### config.mk
export PLATFORM = sky130hd
export DESIGN_NAME = control_unit_flat
export DESIGN_NICKNAME = d
export VERILOG_FILES = /design/src/source/sparc_pkg.sv /design/src/source/ctrl_if.sv /design/src/source/mem_if.sv /design/src/source/control_unit.sv /design/src/flat_wrapper.sv
export SDC_FILE = /design/constraint.sdc
export NUM_CORES = 1
export LEC_CHECK = 0
export ABC_AREA = 0
export BUFFER_PORTS_ARGS = -buffer_cell sky130_fd_sc_hd__buf_2
export CAP_MARGIN = 30
export CORE_MARGIN = 2
export CORE_UTILIZATION = 38
export CTS_CLUSTER_SIZE = 8
export DETAILED_ROUTE_END_ITERATION = 7
export PLACE_DENSITY = 0.87
export SLEW_MARGIN = 10
export SYNTH_ARGS = -nofsm -noshare
export SYNTH_HDL_FRONTEND = slang
export SYNTH_SLANG_ARGS = --single-unit
### constraint.sdc
create_clock -name Clk -period 3.8 [get_ports Clk]
set_input_delay 0.76 -clock Clk [delete_from_list [all_inputs] [get_ports Clk]]
set_output_delay 0.76 -clock Clk [all_outputs]
set_load 0.01 [all_outputs]
### src/source/sparc_pkg.sv
package sparc_pkg;

	typedef logic [31:0] word_t;
	typedef logic [4:0]  reg_addr_t;

	// IR[31:30]
	typedef enum logic [1:0] {
		fam_branch = 2'b00,
		fam_call   = 2'b01,
		fam_arith  = 2'b10,
		fam_mem    = 2'b11
	} op_family_e;

	// op3 for the arith family
	typedef enum logic [5:0] {
		alu_add   = 6'b000000,
		alu_and   = 6'b000001,
		alu_or    = 6'b000010,
		alu_xor   = 6'b000011,
		alu_sub   = 6'b000100,
		alu_addcc = 6'b010000, // Bit 4 marks the cc forms
		alu_andcc = 6'b010001,
		alu_subcc = 6'b010100,
		alu_jmpl  = 6'b111000
	} alu_op_e;

	// op3 for the memory family
	typedef enum logic [5:0] {
		mem_ld   = 6'b000000,
		mem_ldub = 6'b000001,
		mem_st   = 6'b000100,
		mem_stb  = 6'b000101
	} mem_op_e;

	// Bicc cond field IR[28:25]
	typedef enum logic [3:0] {
		cond_bn  = 4'b0000,
		cond_be  = 4'b0001,
		cond_bl  = 4'b0011,
		cond_ba  = 4'b1000,
		cond_bne = 4'b1001,
		cond_bge = 4'b1011
	} cond_e;

	localparam logic [2:0] bicc_op2 = 3'b010; // IR[24:22] of a Bicc

	typedef enum logic [3:0] {
		s_idle, s_decode, s_alu_exec, s_alu_wb, s_br_exec, s_jmpl_link, s_jmpl_target,
		s_mem_addr, s_mem_mar, s_ld_wait, s_ld_mdr, s_ld_wb, s_st_mdr, s_st_wait
	} cu_state_e;

	typedef enum logic [1:0] {alub_regb, alub_ext, alub_mdr, alub_pc} alub_sel_e;
	typedef enum logic {ext_simm13, ext_disp22} ext_sel_e;
	typedef enum logic [1:0] {pc_in_seq, pc_in_target, pc_in_alu} pc_in_sel_e;

	typedef struct packed {
		logic n; // Negative
		logic z; // Zero
		logic v; // Overflow
		logic c; // Carry, borrow on sub
	} icc_t;

endpackage

### src/source/ctrl_if.sv
`timescale 1ns/100ps

interface ctrl_if;
	// Register load strobes, one cycle each
	logic ir_en;
	logic pc_en;
	logic npc_en;
	logic mar_en;
	logic mdr_en;
	logic rf_we;
	logic psr_en;
	// Mux selects
	sparc_pkg::alub_sel_e  alub_sel;
	sparc_pkg::ext_sel_e   ext_sel;
	sparc_pkg::pc_in_sel_e pc_in_sel;
	logic                  mdr_sel; // 1 = RAM data, 0 = register B
	// Register file addresses
	sparc_pkg::reg_addr_t ra, rb, rd;
	sparc_pkg::alu_op_e   alu_op;
	// Status back to the FSM
	sparc_pkg::word_t ir;
	sparc_pkg::icc_t  icc;

	modport cu (
		output ir_en, pc_en, npc_en, mar_en, mdr_en, rf_we, psr_en,
		output alub_sel, ext_sel, pc_in_sel, mdr_sel, ra, rb, rd, alu_op,
		input  ir, icc
	);
	modport dp (
		input  ir_en, pc_en, npc_en, mar_en, mdr_en, rf_we, psr_en,
		input  alub_sel, ext_sel, pc_in_sel, mdr_sel, ra, rb, rd, alu_op,
		output ir, icc
	);
endinterface

### src/source/mem_if.sv
`timescale 1ns/100ps

interface mem_if;
	logic                ram_en; // Request strobe
	sparc_pkg::mem_op_e  ram_op;
	logic                mfc;    // Memory function complete
	sparc_pkg::word_t    addr;   // From MAR
	sparc_pkg::word_t    wdata;  // From MDR
	sparc_pkg::word_t    rdata;

	modport cu (output ram_en, ram_op, input mfc);
	modport dp (output addr, wdata, input rdata);
	modport ram (input ram_en, ram_op, addr, wdata, output mfc, rdata);
endinterface

### src/source/control_unit.sv
`timescale 1ns/100ps

module control_unit (
	input  logic Clk,
	input  logic RESET,
	input  logic instr_valid,
	output logic busy,
	ctrl_if.cu   c,
	mem_if.cu    m
);

	sparc_pkg::cu_state_e  state, next_state;
	sparc_pkg::op_family_e family;
	sparc_pkg::cond_e      cond;
	logic [5:0] op3;
	logic imm;      // i bit, simm13 operand
	logic is_bicc;
	logic taken;
	logic arith_ok; // op3 inside the supported arith subset
	logic is_jmpl;
	logic is_load;
	logic is_store;

	assign family  = sparc_pkg::op_family_e'(c.ir[31:30]);
	assign cond    = sparc_pkg::cond_e'(c.ir[28:25]);
	assign op3     = c.ir[24:19];
	assign imm     = c.ir[13];
	assign is_bicc = (family == sparc_pkg::fam_branch) && (c.ir[24:22] == sparc_pkg::bicc_op2);
	assign is_jmpl = (op3 == sparc_pkg::alu_jmpl);
	assign busy    = (state != sparc_pkg::s_idle);

	assign m.ram_op = sparc_pkg::mem_op_e'(op3); // RAM only looks at it on ram_en

	// Condition test on the current PSR flags
	always_comb begin
		case (cond)
			sparc_pkg::cond_ba:  taken = 1'b1;
			sparc_pkg::cond_bn:  taken = 1'b0;
			sparc_pkg::cond_be:  taken = c.icc.z;
			sparc_pkg::cond_bne: taken = !c.icc.z;
			sparc_pkg::cond_bl:  taken = c.icc.n ^ c.icc.v;
			sparc_pkg::cond_bge: taken = !(c.icc.n ^ c.icc.v);
			default:             taken = 1'b0; // Other conds never branch here
		endcase
	end

	// op3 decode
	always_comb begin
		case (sparc_pkg::alu_op_e'(op3))
			sparc_pkg::alu_add, sparc_pkg::alu_and, sparc_pkg::alu_or, sparc_pkg::alu_xor,
			sparc_pkg::alu_sub, sparc_pkg::alu_addcc, sparc_pkg::alu_andcc,
			sparc_pkg::alu_subcc: arith_ok = 1'b1;
			default:              arith_ok = 1'b0;
		endcase
		is_load  = 1'b0;
		is_store = 1'b0;
		case (sparc_pkg::mem_op_e'(op3))
			sparc_pkg::mem_ld, sparc_pkg::mem_ldub: is_load = 1'b1;
			sparc_pkg::mem_st, sparc_pkg::mem_stb:  is_store = 1'b1;
			default: ; // ldd, std, swap fall through as no-ops
		endcase
	end

	always_ff @(posedge Clk) begin
		if (RESET)
			state <= sparc_pkg::s_idle;
		else
			state <= next_state;
	end

	always_comb begin
		next_state = state;
		case (state)
			sparc_pkg::s_idle:
				if (instr_valid)
					next_state = sparc_pkg::s_decode; // Only acceptance point
			sparc_pkg::s_decode:
				case (family)
					sparc_pkg::fam_arith:
						if (is_jmpl)
							next_state = sparc_pkg::s_jmpl_link;
						else if (arith_ok)
							next_state = sparc_pkg::s_alu_exec;
						else
							next_state = sparc_pkg::s_br_exec; // Unknown op3, PC advance only
					sparc_pkg::fam_mem:
						next_state = (is_load || is_store) ? sparc_pkg::s_mem_addr
							: sparc_pkg::s_br_exec;
					default:
						next_state = sparc_pkg::s_br_exec; // Branch, call
				endcase
			sparc_pkg::s_alu_exec:    next_state = sparc_pkg::s_alu_wb;
			sparc_pkg::s_jmpl_link:   next_state = sparc_pkg::s_jmpl_target;
			sparc_pkg::s_mem_addr:
				next_state = is_store ? sparc_pkg::s_st_mdr : sparc_pkg::s_mem_mar;
			sparc_pkg::s_st_mdr:      next_state = sparc_pkg::s_mem_mar;
			sparc_pkg::s_mem_mar:
				next_state = is_store ? sparc_pkg::s_st_wait : sparc_pkg::s_ld_wait;
			sparc_pkg::s_ld_wait:
				if (m.mfc)
					next_state = sparc_pkg::s_ld_mdr;
			sparc_pkg::s_ld_mdr:      next_state = sparc_pkg::s_ld_wb;
			sparc_pkg::s_st_wait:
				if (m.mfc)
					next_state = sparc_pkg::s_idle;
			default:                  next_state = sparc_pkg::s_idle; // alu_wb, br_exec etc
		endcase
	end

	// Outputs, operand routing defaults to rs1 and op2
	always_comb begin
		c.ir_en     = 1'b0;
		c.pc_en     = 1'b0;
		c.npc_en    = 1'b0;
		c.mar_en    = 1'b0;
		c.mdr_en    = 1'b0;
		c.rf_we     = 1'b0;
		c.psr_en    = 1'b0;
		m.ram_en    = 1'b0;
		c.ra        = c.ir[18:14];
		c.rb        = c.ir[4:0];
		c.rd        = c.ir[29:25];
		c.alub_sel  = imm ? sparc_pkg::alub_ext : sparc_pkg::alub_regb;
		c.ext_sel   = sparc_pkg::ext_simm13;
		c.pc_in_sel = sparc_pkg::pc_in_seq;
		c.mdr_sel   = 1'b1;
		c.alu_op    = sparc_pkg::alu_add;
		case (state)
			sparc_pkg::s_idle: c.ir_en = instr_valid;
			sparc_pkg::s_alu_exec: c.alu_op = sparc_pkg::alu_op_e'(op3); // Result settles
			sparc_pkg::s_alu_wb: begin
				c.alu_op = sparc_pkg::alu_op_e'(op3);
				c.rf_we  = 1'b1;
				c.psr_en = op3[4]; // cc forms only
				c.pc_en  = 1'b1;
				c.npc_en = 1'b1;
			end
			sparc_pkg::s_br_exec: begin
				c.ext_sel   = sparc_pkg::ext_disp22;
				c.pc_in_sel = (is_bicc && taken) ? sparc_pkg::pc_in_target : sparc_pkg::pc_in_seq;
				c.pc_en     = 1'b1;
				c.npc_en    = 1'b1;
			end
			sparc_pkg::s_jmpl_link: begin
				c.ra       = '0;                 // r0 + PC
				c.alub_sel = sparc_pkg::alub_pc;
				c.rf_we    = 1'b1;
			end
			sparc_pkg::s_jmpl_target: begin
				c.pc_in_sel = sparc_pkg::pc_in_alu; // nPC = rs1 + op2
				c.pc_en     = 1'b1;
				c.npc_en    = 1'b1;
			end
			sparc_pkg::s_mem_addr: c.mar_en = 1'b1; // Effective address into MAR
			sparc_pkg::s_st_mdr: begin
				c.rb      = c.ir[29:25]; // Store data from rd
				c.mdr_sel = 1'b0;
				c.mdr_en  = 1'b1;
			end
			sparc_pkg::s_mem_mar: m.ram_en = 1'b1;
			sparc_pkg::s_ld_wait: c.mdr_en = m.mfc; // rdata only valid with mfc
			sparc_pkg::s_ld_mdr: begin
				c.ra       = '0;
				c.alub_sel = sparc_pkg::alub_mdr;
			end
			sparc_pkg::s_ld_wb: begin
				c.ra       = '0;
				c.alub_sel = sparc_pkg::alub_mdr;
				c.rf_we    = 1'b1;
				c.pc_en    = 1'b1;
				c.npc_en   = 1'b1;
			end
			sparc_pkg::s_st_wait: begin
				c.pc_en  = m.mfc;
				c.npc_en = m.mfc;
			end
			default: ;
		endcase
	end

endmodule

### src/flat_wrapper.sv
// flat-port wrapper written by rule: the top's interface ports become plain ports
module control_unit_flat 
  (Clk, RESET, instr_valid, busy, c_ir_en, c_pc_en, c_npc_en, c_mar_en, c_mdr_en, c_rf_we, c_psr_en, c_alub_sel, c_ext_sel, c_pc_in_sel, c_mdr_sel, c_ra, c_rb, c_rd, c_alu_op, c_ir, c_icc, m_ram_en, m_ram_op, m_mfc);
  ctrl_if c_i ();
  mem_if m_i ();
  input  logic Clk;
  input  logic RESET;
  input  logic instr_valid;
  output logic busy;
  output wire logic [$bits(c_i.ir_en)-1:0] c_ir_en;
  output wire logic [$bits(c_i.pc_en)-1:0] c_pc_en;
  output wire logic [$bits(c_i.npc_en)-1:0] c_npc_en;
  output wire logic [$bits(c_i.mar_en)-1:0] c_mar_en;
  output wire logic [$bits(c_i.mdr_en)-1:0] c_mdr_en;
  output wire logic [$bits(c_i.rf_we)-1:0] c_rf_we;
  output wire logic [$bits(c_i.psr_en)-1:0] c_psr_en;
  output wire logic [$bits(c_i.alub_sel)-1:0] c_alub_sel;
  output wire logic [$bits(c_i.ext_sel)-1:0] c_ext_sel;
  output wire logic [$bits(c_i.pc_in_sel)-1:0] c_pc_in_sel;
  output wire logic [$bits(c_i.mdr_sel)-1:0] c_mdr_sel;
  output wire logic [$bits(c_i.ra)-1:0] c_ra;
  output wire logic [$bits(c_i.rb)-1:0] c_rb;
  output wire logic [$bits(c_i.rd)-1:0] c_rd;
  output wire logic [$bits(c_i.alu_op)-1:0] c_alu_op;
  input wire logic [$bits(c_i.ir)-1:0] c_ir;
  input wire logic [$bits(c_i.icc)-1:0] c_icc;
  output wire logic [$bits(m_i.ram_en)-1:0] m_ram_en;
  output wire logic [$bits(m_i.ram_op)-1:0] m_ram_op;
  input wire logic [$bits(m_i.mfc)-1:0] m_mfc;
  assign c_ir_en = c_i.ir_en;
  assign c_pc_en = c_i.pc_en;
  assign c_npc_en = c_i.npc_en;
  assign c_mar_en = c_i.mar_en;
  assign c_mdr_en = c_i.mdr_en;
  assign c_rf_we = c_i.rf_we;
  assign c_psr_en = c_i.psr_en;
  assign c_alub_sel = c_i.alub_sel;
  assign c_ext_sel = c_i.ext_sel;
  assign c_pc_in_sel = c_i.pc_in_sel;
  assign c_mdr_sel = c_i.mdr_sel;
  assign c_ra = c_i.ra;
  assign c_rb = c_i.rb;
  assign c_rd = c_i.rd;
  assign c_alu_op = c_i.alu_op;
  assign c_i.ir = c_ir;
  assign c_i.icc = c_icc;
  assign m_ram_en = m_i.ram_en;
  assign m_ram_op = m_i.ram_op;
  assign m_i.mfc = m_mfc;
  control_unit u_core (.Clk(Clk), .RESET(RESET), .instr_valid(instr_valid), .busy(busy), .c(c_i), .m(m_i));
endmodule
-- Word level (Yosys, flattened, before mapping)
Memories as Yosys holds them, arrays and structs flattened.
Index checks and enable logic that the tools add are counted.
- $add $sub $neg: 0
- multipliers: 0
- div/mod/pow operators: 0
- order comparisons: 0
- eq/ne operators: 28
- shift-type cells: 0
- multiplexer cells: 30
- bitwise logic cells: 1
- reduce and logical (&&, ||, !) cells: 17
- operator list (cell ; count):
    $pmux 4 s10 ; 1
    $eq 4x4->1 const B ; 9
    $eq 4x3->1 const B ; 4
    $mux 4 ; 4
    $eq 4x2->1 const B ; 3
    $eq 6x3->1 const B ; 2
    $mux 1 ; 12
    $mux 5 ; 2
    $mux 3 ; 3
    $eq 4x1->1 const B ; 2
    $pmux 2 s2 ; 2
    $pmux 4 s2 ; 1
    $reduce_or 2->1 ; 4
    $eq 6x1->1 const B ; 1
    $eq 6x6->1 const B ; 1
    $logic_not 6->1 ; 1
    $mux 6 ; 1
    $ne 2x2->1 const B ; 3
    $reduce_or 3->1 ; 2
    $pmux 1 s5 ; 1
    $eq 2x2->1 const B ; 2
    $logic_not 4->1 ; 1
    $pmux 1 s2 ; 2
    $reduce_bool 4->1 ; 1
    9 further kinds ; 11
- register bits: 4
- bits in latches: 0
- bits in writable memories: 0
- bits in read-only memories: 32
- output and inout port bits: 42
- memories kept: 1
- memories (name ; depth ; bits a word ; read ports ; clocked after Yosys merged registers in ; write ports ; RTL line ; RTL):
    (name not given) ; 32 ; 1 ; 1 ; 0 ; 0 ; control_unit.sv:49 ; case (sparc_pkg::alu_op_e'(op3))

-- Logic depth before layout (Yosys ltp)
- depth after elaboration: 7
- mapped depth: 6
- gate-level depth less buffers: 4

-- Worst setup path before layout
OpenSTA, ideal clock, no wires.
- kind: register to output
- from: register u_core.state[3]
- to: output port c_pc_in_sel[0]
- arrival: 1.339 ns
- data required time: 3.040 ns
- slack: 1.701 ns
- cell stages (with the launch flop): 6
- buffers on the path: 1
- path through: dfxtp_1 > buf_2 > nand2b_1 > nor3_1 > nand4_1 > a31oi_1
- word-level cells in the longest chain between the ends: 2
- elaborated cells on any way between the ends: 3
- RTL lines (item ; RTL line ; RTL):
    start, declared ; control_unit.sv:12 ; sparc_pkg::cu_state_e state, next_state;
    start signal, assigned ; control_unit.sv:66 ; state <= sparc_pkg::s_idle;
    start signal, assigned ; control_unit.sv:68 ; state <= next_state;
    $eq 4x3->1 ; control_unit.sv:128 ; case (state)
    $pmux 2 s2 * ; control_unit.sv:128 ;
    end, declared ; flat_wrapper.sv:19 ; output wire logic [$bits(c_i.pc_in_sel)-1:0] c_pc_in_sel;
Mark *: on every way between the ends. The rest lies on a longest branch, timed or not.

-- Worst setup path after layout
- from: register u_core.state[2]
- to: output port c_pc_in_sel[0]
The elaborated chain is that of the path after synthesis.

==> results by group <==
Clocking
  • Clock Sink Count: 4
  • Number of setup buffers added after CTS: 0
  • Clock latency reported for the late side of the worst-skew pair: 0.23 ns
  • Clock tree from TritonCTS: done
  • Resize count post-CTS: 0
  • Number of clock buffers inserted by TritonCTS: 3
  • Maximum number of buffers from clock root to sink: 2
  • CTS root buffer: sky130_fd_sc_hd__clkbuf_4
  • Hold buffers post-CTS: 0
  • Clock-pin slew reported for the worst setup and hold paths after clock tree synthesis: 0.04 ns
  • Maximum level of the CTS H-tree: 1

Synth
  • XOR/XNOR share of the synthesized area: 0.0109
  • Mux cell area share after synthesis: 0.0823
  • Number of register bits inferred by synthesis: 4
  • Sequential area share after synthesis: 0.0994
  • Top cell type's share of synthesized area: 0.112
  • Largest family of logic cells by synthesized area: simple AND/OR/NAND/NOR gates
  • Synthesized area per cell: 6.71 sq um
  • Synth top area cells: sky130_fd_sc_hd__buf_4 11%, sky130_fd_sc_hd__dfxtp_1 9.9%, sky130_fd_sc_hd__and3_1 7.0%
  • Area fraction in compound gates after synthesis: 0.227
  • Mapped Nets: 160
  • Synth warnings: 0
  • Post-Syn Area: 806 sq um
  • Count of unique library cells instantiated by Yosys: 36
  • Simple-gate portion of the synthesized area: 0.408
  • Post-synthesis cell count: 120
  • Yosys top cell by area: sky130_fd_sc_hd__buf_4
  • Share of synthesized cell area in full adder, half adder and majority cells: 0

Timing
  • Hold Vio Cnt, Final: 0
  • Minimum period implied by the final worst setup slack: 2.59 ns
  • Setup repair after global routing missed its margin: no
  • Count of endpoints failing setup in the final report: 0
  • Final-report max-slew violation count: 0
  • Worst Tran Pin Value: 0.620 ns
  • Final clock period utilization by the worst path: 0.683
  • Relative slew slack: 0.586
  • Top achievable clock speed: 385 MHz
  • Setup TNS: 0 ns
  • Setup Skew: 0.00269 ns

Cells and area
  • Most used cells in the layout excluding fill and tap cells: 72 x sky130_fd_sc_hd__buf_2, 13 x sky130_fd_sc_hd__nor2_1, 10 x sky130_fd_sc_hd__a21oi_1
  • Fraction of final layout cells sized beyond drive strength 1: 0.477
  • Top flop regs: u_core.state: 4 flops
  • Most common cell after layout, fill and taps aside: sky130_fd_sc_hd__buf_2
  • Number of standard cells in the layout, taps in and fillers out: 203
  • Diode count: 0
  • Flip-flop count of the largest register, all copies and words added: 4
  • Synthesis-to-layout area growth: 36.8%
  • Register containing the most flip-flops in the final layout: u_core.state
  • Layout filler cell count: 195
  • Number of nets in the layout: 218

Power
  • IR drop worst, VDD: 0.154 mV
  • Leakage Power: 0.000590 uW
  • Power Density: 199 nW/um^2

Floorplanning
  • Placeable Area: 1980 sq um
  • Die height: 50.1 um
  • Die width: 50.1 um
  • Number of standard-cell rows in the floorplan: 16
  • Initial Util: 0.407
  • Boundary Pins: 82
  • Full die area: 2510 sq um

Place
  • HPWL after detailed placement: 1.78 mm
  • Input/output buffers: 72
  • Placer congestion estimate: 0.841
  • Placed instance count: 200

Drt
  • Vias per cell: 5.23
  • Routed Antenna Nets: 0
  • 1st-pass router iterations: 4
  • Wirelength, routed: 2.17 mm
  • Detailed router's first-iteration violation count: 11
  • Wire length per cell: 10.7 um
  • Number of remaining DRC errors: 0
  • Via Count: 1061

Global routing
  • Total global-route track usage: 0.171
  • Number of antenna violations at the first check in global routing: 0
  • Number of global-route vias before repair: 794
  • Global route overflow: 0
  • Maximum number of pins on one net before global-route repair: 23
  • Global-route wire length before repair: 3.35 mm

Hold path
  • Worst min-delay path category: reg2reg
  • Hold Path Origin: u_core.state[2]$_SDFFE_PP0P_

Worst setup path
  • Endpoint arrival time on the critical path: 1.83 ns
  • RR Startpoint: u_core.state[0]$_SDFFE_PP0P_
  • WP data required: 3.04 ns
  • Worst setup path class: reg2out
  • Critical Path Fanout Max: 16
  • Worst Setup Start Kind: flop
  • Origin of the worst setup path: u_core.state[2]$_SDFFE_PP0P_
  • Element type at the critical path end: output port

Job
  • Max-capacitance violation count: 0

Status
  • Result of the run: completed
cell usage after synthesis, drive strengths merged:
cell	n
nor2	15
a21oi	10
a2111oi	1
mux2i	1
nor4bb	1
nor4b	1
nand2b	5
xnor2	1
nand3	1
nor3	3
o21bai	1
or4	1
a31oi	2
a211oi	2
nand2	6
or4b	1
o31a	1
a211o	1
buf	15
clkbuf	4
o21a	3
o2111a	1
nor2b	3
nor4	1
and2	6
dfxtp	4
nand3b	3
and3	9
inv	5
o2111ai	1
nand4	2
mux2	5
o21ai	3
o211ai	1
power breakdown:
part	total [uW]	switching [uW]	internal (uW)
logic	107	55.8	51.3
clock network	52.3	17.0	35.3
registers	59.5	14.1	45.4
total	219	86.9	132
cells by family (layout without fill, tap and decap cells):
kind of cell	after synthesis	in the layout
simple gates	58	58
compound gates	27	27
buf+inv	24	80
mux	6	6
flops	4	4
xor+xnor	1	1
metal layers:
| metal | global-route usage | part of all wire | wire, um | vias up |
|---|---|---|---|---|
| met4 | 0.0417 | 0.0060 | 13 | 0 |
| li1 | - | - | - | 530 |
| met2 | 0.289 | 0.44 | 957 | 59 |
| met1 | 0.197 | 0.43 | 932 | 470 |
| met3 | 0.0697 | 0.12 | 269 | 2 |
| met5 | 0 | 0 | 0 | - |
metrics by stage:
step / hold WS, ns / total power [uW] / instance area [sq um] / utilization / setup slack, ns
after CTS: 0.721 / 222 / 1100 / 0.556 / 1.21
after global routing: 0.727 / 241 / 1100 / 0.556 / 1.06
after global placement: 0.702 / 165 / 1080 / 0.545 / 1.50
after floorplan: 0.586 / 128 / 806 / - / 1.70
after detailed placement: 0.713 / 167 / 1080 / 0.545 / 1.47
final: 0.717 / 219 / 1100 / 0.556 / 1.21
worst paths after layout:
kind / endpoint / slack, ns / cells after the start
setup / recovery: c_pc_in_sel[0] / 1.21 / 5
setup reg to reg: u_core.state[1]$_SDFFE_PP0P_ / 2.04 / 4
hold / removal: u_core.state[2]$_SDFFE_PP0P_ / 0.72 / 2
hold reg to reg: u_core.state[2]$_SDFFE_PP0P_ / 0.72 / 2
critical path, cell delays in order (launching register included):
cell and delay (ns):
sky130_fd_sc_hd__dfxtp_1 0.59, sky130_fd_sc_hd__nand2b_1 0.20, sky130_fd_sc_hd__nor3_1 0.33, sky130_fd_sc_hd__nand4_1 0.16, sky130_fd_sc_hd__a31oi_1 0.16, sky130_fd_sc_hd__buf_2 0.15
final cells by class:
type / count / area (sq um) / share of cell area
multi-input combinational: 92 / 587 / 0.532
timing repair buffer: 72 / 360 / 0.327
sequential: 4 / 80.1 / 0.0726
tap: 27 / 33.8 / 0.0306
clock buffer: 3 / 22.5 / 0.0204
inverter: 5 / 18.8 / 0.0170
Note: power is estimated with default switching activity, not from simulation.
